--- src/design/ctsFormatPkg.sv ---
package ctsFormatPkg;

  ////////////////////////////////////////////////////////////
  // Width types
  ////////////////////////////////////////////////////////////

  // One frame byte toward the FCS engine
  typedef logic [7:0]  ctsByteT;

  // Receiver address of the CTS frame
  typedef logic [47:0] macAddrT;

  // Duration/ID field value
  typedef logic [15:0] durationT;

  // Byte position inside a multi-byte field
  typedef logic [2:0]  byteIdxT;

  ////////////////////////////////////////////////////////////
  // Formatter states
  ////////////////////////////////////////////////////////////

  typedef enum logic [2:0] {
    ctsIdle,
    ctsWait,
    ctsStartTx,
    ctsFrmCtrl1,
    ctsFrmCtrl2,
    ctsDurationId,
    ctsRa,
    ctsFcs
  } ctsStateT;

  ////////////////////////////////////////////////////////////
  // Frame constants
  ////////////////////////////////////////////////////////////

  // Frame control fields, first byte packs to 0xC4
  localparam logic [1:0] PROTOCOL_VERSION = 2'd0;
  localparam logic [1:0] CTRL_FRAME_TYPE  = 2'd1;
  localparam logic [3:0] CTS_SUBTYPE      = 4'd12;

  // Power management flag in the second frame control byte
  localparam int PWR_MGT_BIT = 4;

  // Field lengths in bytes
  localparam int DURATION_BYTES = 2;
  localparam int RA_BYTES       = 6;

endpackage

--- src/design/ctsByteMux.sv ---
module ctsByteMux (
  input  ctsFormatPkg::ctsStateT ctsState,
  input  ctsFormatPkg::byteIdxT  byteIdx,
  // Frame contents from the MAC controller and CSR
  input  ctsFormatPkg::macAddrT  destAddr,
  input  ctsFormatPkg::durationT duration,
  input  logic                   pwrMgt,
  input  logic                   fcsBusy,
  // Byte stream toward the FCS engine
  output ctsFormatPkg::ctsByteT  ctsFcsDIn,
  output logic                   ctsFcsDInValid
);

  import ctsFormatPkg::*;

  ctsByteT frmCtrl1;
  ctsByteT frmCtrl2;
  logic    dataState;

  // Subtype, type and protocol version
  assign frmCtrl1 = {CTS_SUBTYPE, CTRL_FRAME_TYPE, PROTOCOL_VERSION};

  // Flags byte, only power management can be set in a CTS
  always_comb
  begin
    frmCtrl2              = '0;
    frmCtrl2[PWR_MGT_BIT] = pwrMgt;
  end

  ////////////////////////////////////////////////////////////
  // Byte select
  ////////////////////////////////////////////////////////////

  // Fields go out least significant byte first
  // The value holds while the engine is busy since state and index hold too
  always_comb
  begin
    ctsFcsDIn = '0;
    case (ctsState)
      ctsFrmCtrl1:
        ctsFcsDIn = frmCtrl1;
      ctsFrmCtrl2:
        ctsFcsDIn = frmCtrl2;
      ctsDurationId:
        ctsFcsDIn = duration[{byteIdx[0], 3'b000} +: 8];
      ctsRa:
        // Indexes 6 and 7 never occur in this field
        if (byteIdx < byteIdxT'(RA_BYTES))
          ctsFcsDIn = destAddr[{byteIdx, 3'b000} +: 8];
      default:
        ctsFcsDIn = '0;
    endcase
  end

  // States carrying frame bytes
  assign dataState = (ctsState == ctsFrmCtrl1) || (ctsState == ctsFrmCtrl2) ||
                     (ctsState == ctsDurationId) || (ctsState == ctsRa);

  // Valid only when the engine can take the byte
  assign ctsFcsDInValid = dataState && !fcsBusy;

endmodule

--- src/design/ctsFieldCounter.sv ---
module ctsFieldCounter (
  input  logic                   macCoreTxClk,
  input  logic                   macCoreClkHardRst_n,
  input  logic                   macCoreTxClkSoftRst_n,
  input  ctsFormatPkg::ctsStateT ctsState,
  input  logic                   fcsBusy,
  output ctsFormatPkg::byteIdxT  byteIdx,
  output logic                   fieldDoneP
);

  import ctsFormatPkg::*;

  byteIdxT lastIdx;
  logic    countEn;
  logic    byteAccept;

  // Last index of the current field, zero outside multi-byte fields
  always_comb
  begin
    case (ctsState)
      ctsDurationId: lastIdx = byteIdxT'(DURATION_BYTES - 1);
      ctsRa:         lastIdx = byteIdxT'(RA_BYTES - 1);
      default:       lastIdx = '0;
    endcase
  end

  // Counting only in the duration and address fields
  assign countEn    = (ctsState == ctsDurationId) || (ctsState == ctsRa);
  // A byte moves to the engine when it is not busy
  assign byteAccept = countEn && !fcsBusy;
  assign fieldDoneP = byteAccept && (byteIdx == lastIdx);

  ////////////////////////////////////////////////////////////
  // Byte index
  ////////////////////////////////////////////////////////////

  always_ff @(posedge macCoreTxClk or negedge macCoreClkHardRst_n)
  begin
    if (!macCoreClkHardRst_n)
      byteIdx <= '0;
    else if (!macCoreTxClkSoftRst_n)
      byteIdx <= '0;
    else if (byteAccept)
    begin
      // Back to zero for the next field
      if (byteIdx == lastIdx)
        byteIdx <= '0;
      else
        byteIdx <= byteIdx + 3'd1;
    end
  end

endmodule

--- src/design/ctsTxSequencer.sv ---
module ctsTxSequencer (
  input  logic                  macCoreTxClk,
  input  logic                  macCoreClkHardRst_n,
  input  logic                  macCoreTxClkSoftRst_n,
  // Trigger and timing mode from the TX controller
  input  logic                  sendCtsP,
  input  logic                  sendOnPifs,
  input  logic                  sendOnSifs,
  // Inter-frame ticks from the timers
  input  logic                  tickPifs,
  input  logic                  tickSifs,
  input  logic                  tickSlotP,
  // FCS engine handshake
  input  logic                  fcsBusy,
  input  logic                  fcsEndP,
  // Last byte of a multi-byte field accepted
  input  logic                  fieldDoneP,
  output ctsFormatPkg::ctsStateT ctsState,
  output logic                  ctsTxStartP,
  output logic                  ctsFcsStartP,
  output logic                  ctsFcsShiftTx,
  output logic                  ctsFcsEnable,
  output logic                  ctsDoneP
);

  import ctsFormatPkg::*;

  ctsStateT nextState;
  logic     txTick;

  // Tick of the selected timing mode
  // PIFS wins over SIFS, SIFS wins over slot
  assign txTick = sendOnPifs ? tickPifs  :
                  sendOnSifs ? tickSifs  :
                               tickSlotP;

  ////////////////////////////////////////////////////////////
  // State register
  ////////////////////////////////////////////////////////////

  always_ff @(posedge macCoreTxClk or negedge macCoreClkHardRst_n)
  begin
    if (!macCoreClkHardRst_n)
      ctsState <= ctsIdle;
    else if (!macCoreTxClkSoftRst_n)
      ctsState <= ctsIdle;
    else
      ctsState <= nextState;
  end

  // Next state
  always_comb
  begin
    nextState = ctsState;
    case (ctsState)
      // Armed only from idle
      ctsIdle:
        if (sendCtsP)
          nextState = ctsWait;
      // Hold until the selected inter-frame tick
      ctsWait:
        if (txTick)
          nextState = ctsStartTx;
      // Single cycle to start the FCS engine
      ctsStartTx:
        nextState = ctsFrmCtrl1;
      // Single-byte fields leave on an accepted byte
      ctsFrmCtrl1:
        if (!fcsBusy)
          nextState = ctsFrmCtrl2;
      ctsFrmCtrl2:
        if (!fcsBusy)
          nextState = ctsDurationId;
      // Multi-byte fields leave on the counter's done pulse
      ctsDurationId:
        if (fieldDoneP)
          nextState = ctsRa;
      ctsRa:
        if (fieldDoneP)
          nextState = ctsFcs;
      // Checksum shifted out by the engine
      ctsFcs:
        if (fcsEndP)
          nextState = ctsIdle;
      default:
        nextState = ctsIdle;
    endcase
  end

  ////////////////////////////////////////////////////////////
  // Strobes
  ////////////////////////////////////////////////////////////

  // PHY start in the tick cycle itself
  assign ctsTxStartP   = (ctsState == ctsWait) && (nextState == ctsStartTx);
  // FCS start one cycle after the PHY start
  assign ctsFcsStartP  = (ctsState == ctsStartTx);
  // Checksum shift from the last address byte up to the end pulse
  assign ctsFcsShiftTx = (nextState == ctsFcs) && !fcsEndP;
  // Engine enabled for the whole frame
  assign ctsFcsEnable  = (ctsState != ctsIdle);

  // Done pulse registered one cycle after the end of the checksum
  always_ff @(posedge macCoreTxClk or negedge macCoreClkHardRst_n)
  begin
    if (!macCoreClkHardRst_n)
      ctsDoneP <= 1'b0;
    else if (!macCoreTxClkSoftRst_n)
      ctsDoneP <= 1'b0;
    else
      ctsDoneP <= (ctsState == ctsFcs) && fcsEndP;
  end

endmodule

--- src/design/formatCts.sv ---
module formatCts (
  input  logic                   macCoreTxClk,
  input  logic                   macCoreClkHardRst_n,
  input  logic                   macCoreTxClkSoftRst_n,
  // Frame contents
  input  ctsFormatPkg::macAddrT  destAddr,
  input  ctsFormatPkg::durationT duration,
  input  logic                   pwrMgt,
  // TX controller
  input  logic                   sendCtsP,
  input  logic                   sendOnPifs,
  input  logic                   sendOnSifs,
  output logic                   ctsDoneP,
  output logic                   ctsTxStartP,
  // Timers
  input  logic                   tickPifs,
  input  logic                   tickSifs,
  input  logic                   tickSlotP,
  // FCS engine
  input  logic                   fcsBusy,
  input  logic                   fcsEndP,
  output logic                   ctsFcsEnable,
  output logic                   ctsFcsStartP,
  output logic                   ctsFcsShiftTx,
  output ctsFormatPkg::ctsByteT  ctsFcsDIn,
  output logic                   ctsFcsDInValid
);

  import ctsFormatPkg::*;

  // Sequencer state shared with the counter and the mux
  ctsStateT ctsState;
  // Byte position and field end from the counter
  byteIdxT  byteIdx;
  logic     fieldDoneP;

  ////////////////////////////////////////////////////////////
  // Frame phase control
  ////////////////////////////////////////////////////////////

  ctsTxSequencer uSequencer (
    .macCoreTxClk          (macCoreTxClk),
    .macCoreClkHardRst_n   (macCoreClkHardRst_n),
    .macCoreTxClkSoftRst_n (macCoreTxClkSoftRst_n),
    .sendCtsP              (sendCtsP),
    .sendOnPifs            (sendOnPifs),
    .sendOnSifs            (sendOnSifs),
    .tickPifs              (tickPifs),
    .tickSifs              (tickSifs),
    .tickSlotP             (tickSlotP),
    .fcsBusy               (fcsBusy),
    .fcsEndP               (fcsEndP),
    .fieldDoneP            (fieldDoneP),
    .ctsState              (ctsState),
    .ctsTxStartP           (ctsTxStartP),
    .ctsFcsStartP          (ctsFcsStartP),
    .ctsFcsShiftTx         (ctsFcsShiftTx),
    .ctsFcsEnable          (ctsFcsEnable),
    .ctsDoneP              (ctsDoneP)
  );

  // Byte walk through duration and address
  ctsFieldCounter uFieldCounter (
    .macCoreTxClk          (macCoreTxClk),
    .macCoreClkHardRst_n   (macCoreClkHardRst_n),
    .macCoreTxClkSoftRst_n (macCoreTxClkSoftRst_n),
    .ctsState              (ctsState),
    .fcsBusy               (fcsBusy),
    .byteIdx               (byteIdx),
    .fieldDoneP            (fieldDoneP)
  );

  // Outgoing byte and valid
  ctsByteMux uByteMux (
    .ctsState       (ctsState),
    .byteIdx        (byteIdx),
    .destAddr       (destAddr),
    .duration       (duration),
    .pwrMgt         (pwrMgt),
    .fcsBusy        (fcsBusy),
    .ctsFcsDIn      (ctsFcsDIn),
    .ctsFcsDInValid (ctsFcsDInValid)
  );

endmodule

--- config.mk ---
export PLATFORM = sky130hd
export DESIGN_NAME = formatCts
export DESIGN_NICKNAME = d
export VERILOG_FILES = /design/src/design/ctsFormatPkg.sv /design/src/design/ctsByteMux.sv /design/src/design/ctsFieldCounter.sv /design/src/design/ctsTxSequencer.sv /design/src/design/formatCts.sv
export SDC_FILE = /design/constraint.sdc
export NUM_CORES = 1
export LEC_CHECK = 0
export ABC_AREA = 0
export BUFFER_PORTS_ARGS = -buffer_cell sky130_fd_sc_hd__buf_2
export CAP_MARGIN = 40
export CELL_PAD_IN_SITES_DETAIL_PLACEMENT = 1
export CELL_PAD_IN_SITES_GLOBAL_PLACEMENT = 2
export CORE_MARGIN = 3
export CORE_UTILIZATION = 20
export DETAILED_ROUTE_END_ITERATION = 7
export GPL_ROUTABILITY_DRIVEN = 0
export PLACE_DENSITY_LB_ADDON = 0.1
export SLEW_MARGIN = 40
export SYNTH_ARGS = -nofsm -noshare
export SYNTH_HDL_FRONTEND = slang
export SYNTH_SLANG_ARGS = --single-unit
--- constraint.sdc ---
create_clock -name macCoreTxClk -period 2.3 [get_ports macCoreTxClk]
set_clock_uncertainty 0.15 [all_clocks]
set_input_delay 0.115 -clock macCoreTxClk [delete_from_list [all_inputs] [get_ports macCoreTxClk]]
set_output_delay 0.115 -clock macCoreTxClk [all_outputs]
set_load 0.05 [all_outputs]
# Yosys cells after proc, flatten, opt, wreduce, memory -nomap -nowiden
# Cells that the tools add are included.
totals:
  regBits: 7
  wordCells: 50
  out_inout_bits: 14
  inputBits: 76
classes:
  addsub: 1
  n_reduce_logical: 14
  shifts: 2
  order_cmp: 1
  n_eq_ne: 11
  muxes: 18
op_table:
  columns: ["cell", "n"]
  rows:
  - ["variable part select 48 x 7 -> 8 bit", 1]
  - ["2-to-1 mux 3 bit", 11]
  - ["case mux 8 bit (4 select lines)", 1]
  - ["case mux 3 bit (8 select lines)", 1]
  - ["variable part select 16 x 5 -> 8 bit", 1]
  - ["equality test 3 bit, second input constant", 5]
  - ["equality test 3 x 2 -> 1 bit, second input constant", 3]
  - ["2-to-1 mux 8 bit", 1]
  - ["logical AND 1 bit", 6]
  - ["case mux 3 bit (2 select lines)", 1]
  - ["logical OR 1 bit", 4]
  - ["adder 3 x 1 -> 3 bit, second input constant", 1]
  - ["equality test 3 x 1 -> 1 bit, second input constant", 1]
  - ["equality test 3 bit", 1]
  - ["zero test 3 bit", 1]
  - ["less-than comparator 3 bit, second input constant", 1]
  - ["2-to-1 mux 1 bit", 3]
  - ["nonzero test 3 bit", 1]
  - ["zero test 1 bit", 2]
  - ["inequality test 2 x 1 -> 1 bit, second input constant", 1]

# Longest topological paths before layout
logic_depth:
  ltp_word: 8
  ltp_mapped: 7

# Modules after synthesis
# A second synthesis with hierarchy kept.
unflattened:
  cells_unflattened: 133
  area_unflattened_um2: 1167.4
modules_own_cells:
  columns: ["mod", "seq_area_each_um2", "instances", "cells_per_inst", "area_each_um2"]
  rows:
  - ["ctsByteMux", 0.0, 1, 68, 601.8]
  - ["ctsTxSequencer", 100.1, 1, 40, 330.3]
  - ["ctsFieldCounter", 75.1, 1, 25, 235.2]

# Worst setup path after synthesis
# OpenSTA, ideal clock, no wires.
synth_path:
  path_type: "flip-flop to output port"
  start: "reg uSequencer.ctsState[1]"
  end: "out ctsFcsShiftTx"
  stages_incl_launch_ff: 6
  t_arrival_ns: 3.381
  path_slack_ns: -1.346
  required_ns: 2.035
  cell_sequence: "dfrtp_1 nand2b_1 a2111oi_1 a21oi_1 o31a_1 a2111oi_4"
synth_between:
  elab_chain_cells: 8
synth_lines:
  columns: ["item", "line_no", "text"]
  rows:
  - ["start: declaration", "ctsTxSequencer.sv:18", "output ctsFormatPkg::ctsStateT ctsState,"]
  - ["start signal: assignment", "ctsTxSequencer.sv:44", "ctsState <= ctsIdle;"]
  - ["start signal: assignment", "ctsTxSequencer.sv:46", "ctsState <= ctsIdle;"]
  - ["start signal: assignment", "ctsTxSequencer.sv:48", "ctsState <= nextState;"]
  - ["equality test 3 bit", "ctsFieldCounter.sv:20, ctsFieldCounter.sv:28, ctsTxSequencer.sv:55", null]
  - ["case mux 3 bit (2 select lines) / logical OR 1 bit (equally long branches)", "ctsFieldCounter.sv:20, ctsFieldCounter.sv:28", null]
  - ["equality test 3 bit / logical AND 1 bit (equally long branches)", "ctsFieldCounter.sv:31, ctsFieldCounter.sv:30", null]
  - ["logical AND 1 bit", "ctsFieldCounter.sv:31", "assign fieldDoneP = byteAccept && (byteIdx == lastIdx);"]
  - ["2-to-1 mux 3 bit (on tied branches)", "ctsTxSequencer.sv:79, ctsTxSequencer.sv:76", null]
  - ["case mux 3 bit (8 select lines) (*)", "ctsTxSequencer.sv:55", "case (ctsState)"]
  - ["equality test 3 bit (*)", "ctsTxSequencer.sv:99", "assign ctsFcsShiftTx = (nextState == ctsFcs) && !fcsEndP;"]
  - ["logical AND 1 bit (*)", "ctsTxSequencer.sv:99", null]
  - ["end: declaration", "formatCts.sv:24", "output logic ctsFcsShiftTx,"]
# Mark *: on every way between the ends. The rest lies on a longest branch, timed or not.

# Final worst setup path
# Same ends and word-level chain as after synthesis.

==> results.json <==
{
  "outcome": "finished, violations left",
  "violations": "setup timing",
  "cts_tree": "done",
  "fin_crit_ps": 2397,
  "numCtsBuffers": 3,
  "viasPerCell": 4.579,
  "ys_seq_elements": 7,
  "synthToLayoutAreaGrowth_pct": 60.06,
  "initial_utilization": 0.2105,
  "grt_pass1_vias": 1517,
  "io_pins": 90,
  "die_x_um": 83.05,
  "htree_levels": 1,
  "grt_max_degree": 27,
  "synth.yosys.seq_area_share": 0.1475,
  "final_layout_size_suffix_gt1_frac": 0.4821,
  "syn_avg_cell_area_sq_um": 7.761,
  "cts_buffer_depth": 2,
  "yosysUniqueCellTypes": 36,
  "rsz0062_at_grt": "yes",
  "slew_headroom": 0.7643,
  "final_cell_mix": "88 x buf_2, 31 x mux2i_1, 15 x buf_4",
  "final.period_utilization": 1.042,
  "place_hpwl_mm": 3.975,
  "clk_pin_slew_ps": 40,
  "place_area_sq_um": 1813,
  "max_freq_mhz": 417.2,
  "antenna_found_initial": 0,
  "hold_viol_final": 0,
  "yosysWarnings": 0,
  "die_h_um": 83.05,
  "grt_util_all_layers": 0.1288,
  "port_buffers": 89,
  "antenna_left": 0,
  "max_stage_delay_ps": 440,
  "wl_per_cell_um": 14.40,
  "drcViolationCount": 0,
  "hold_path_class": "in2reg",
  "first_pass_iters": 4,
  "post-route-util": 0.3369,
  "core_sq_um": 5642,
  "synth_nets": 230,
  "synthesis.area_sq_um": 1187,
  "layout.nets": 329,
  "setup_viol": 1,
  "vias": 1479,
  "crit_path_top_delay_cell": "dfrtp_2",
  "cts_setup_buffers": 0,
  "ir_drop_uv": 223.3,
  "fp.dieArea_sq_um": 6897,
  "clkLatencyLatePin_ps": 220,
  "max_cap_viol_count": 0,
  "p_per_area_nw_per_um2": 253.0,
  "arrival_ps": 2130,
  "drv_slew": 0,
  "worst_slew_pin_slew_ps": 343.7,
  "setup_slack_ps": -97.11,
  "crit_chain": "xnor2_1 > or3_4 > a21oi_4 > mux2_4 > a2111oi_4 > buf_6",
  "grt_pass1_wl_mm": 7.645,
  "cp-end-kind": "output pin",
  "clock-sinks": 7,
  "std_cell_rows": 27,
  "syn-instance-count": 153,
  "wirelength_mm": 4.651,
  "critical_path.max_fanout": 6,
  "crit_type": "reg2out",
  "grt_overflow": 0,
  "leakage_nw": 0.8484,
  "cts-root-buf": "clkbuf_8",
  "first_iter_violations": 32,
  "antenna_cells": 0,
  "crit_required_ps": 2040,
  "stdcell_area_sq_um": 1901,
  "start_kind": "register",
  "final_common_cell": "buf_2"
}
flip-flops by register name (all words and copies together), names as in the netlist:
register / count
uSequencer.ctsDoneP: 1
uFieldCounter.byteIdx: 3
uSequencer.ctsState: 3
final timing paths:
kind / startpoint / slack, ps / depth (start not counted) / to
setup / recovery: uSequencer.ctsState[1] / -100 / 6 / ctsFcsShiftTx
hold / removal: macCoreTxClkSoftRst_n / 30 / 3 / uSequencer.ctsState[1]
setup reg to reg: uSequencer.ctsState[1] / 500 / 6 / uFieldCounter.byteIdx[2]
hold reg to reg: uSequencer.ctsState[2] / 540 / 3 / uSequencer.ctsDoneP
max in group asynchronous: macCoreClkHardRst_n / 1730 / 2 / uSequencer.ctsState[1]
min in group asynchronous: macCoreClkHardRst_n / 100 / 2 / uFieldCounter.byteIdx[1]
cell usage after synthesis:
library cell	count	area share
dfrtp_1	7	0.15
a21boi_1	1	0.0063
nor2b_1	3	0.016
mux2_2	2	0.019
xnor2_1	2	0.015
o2111ai_2	1	0.013
nor3_1	3	0.013
mux4_2	1	0.019
or2_1	1	0.0053
nand2b_1	5	0.026
o21ai_1	3	0.013
inv_1	5	0.016
a2111oi_4	1	0.023
a22oi_1	5	0.032
a21oi_1	8	0.034
nor3b_2	1	0.011
o31a_1	1	0.0074
mux2i_1	31	0.26
ha_1	1	0.011
a22o_1	1	0.0074
and2_1	5	0.026
clkbuf_1	4	0.013
o32ai_1	1	0.0074
o21a_1	3	0.019
o21ai_0	11	0.046
nor2_1	11	0.035
buf_2	6	0.025
a221oi_1	1	0.0074
or3_1	2	0.011
and3b_1	1	0.0074
nand3_1	3	0.013
a2111oi_1	1	0.0084
buf_4	2	0.013
o22ai_1	6	0.032
nor3b_1	1	0.0063
nand2_1	12	0.038
area by class of cell:
class,count,area (sq um)
inverter,5,18.77
tap,72,90.09
clock buffer,4,45.04
sequential,7,178.9
timing repair buffer,106,589.3
multi-input combinational,129,978.4
fill,705,3741
power by group:
group / internal [W] / leakage, nW / total [W] / switching [W]
sequential: 0.000127 / 0.0918 / 0.000131 / 0.00000412
combinational: 0.0000947 / 0.734 / 0.000185 / 0.0000901
clock: 0.000119 / 0.0228 / 0.000165 / 0.0000459
total: 0.000341 / 0.848 / 0.000481 / 0.000140
stage by stage:
| step | instances | power, W | setup TNS [ps] | hold slack, ps | setup WS (ps) |
|---|---|---|---|---|---|
| 2_1_floorplan | 153 | 0.0002204 | -142.8 | -330.6 | -142.8 |
| 3_3_place_gp | 318 | 0.0003158 | 0 | -195.6 | 23.74 |
| 3_5_place_dp | 318 | 0.0003174 | -10.96 | -195.3 | -10.96 |
| 4_1_cts | 323 | 0.0004897 | -108.6 | 35.90 | -108.6 |
| 5_1_grt | 323 | 0.0005173 | -192.8 | 33.47 | -192.8 |
| 6_report | 323 | 0.0004809 | -97.11 | 27.49 | -97.11 |
routing by layer:
metal,GRT usage,part of all wire,up-vias
met2,0.2194,0.50,33
met1,0.1737,0.46,689
met3,0.02083,0.037,2
li1,-,-,755
met4,0.01932,0.0060,0
met5,0,0,-
cell families (layout without fill, tap and decap cells):
| logic type | Yosys count | after routing | synth area share |
|---|---|---|---|
| flip-flops | 7 | 7 | 0.1475 |
| multiplexers | 34 | 34 | 0.2993 |
| AO/OA/AOI/OAI | 44 | 44 | 0.2550 |
| buffers and inverters | 17 | 115 | 0.06638 |
| XOR/XNOR | 2 | 2 | 0.01476 |
| adder cells (fa/ha/maj) | 1 | 1 | 0.01054 |
| AND/OR/NAND/NOR | 48 | 48 | 0.2065 |
what timing repair did:
| item | 4_1_cts | 5_1_grt |
|---|---|---|
| setup endpoints to repair | 1 | 3 |
| hold buffers | 1 | 0 |
| resized for setup | 5 | 5 |
| hold endpoints to repair | 7 | 0 |
critical path, delay by kind of cell (launching register included):
family,cells,cell delay (ps)
simple gates,1,350
xor+xnor,1,150
mux,1,330
buf+inv,1,200
compound gates,2,430
flops,1,440
No activity file was read; power rests on OpenSTA's default activity.
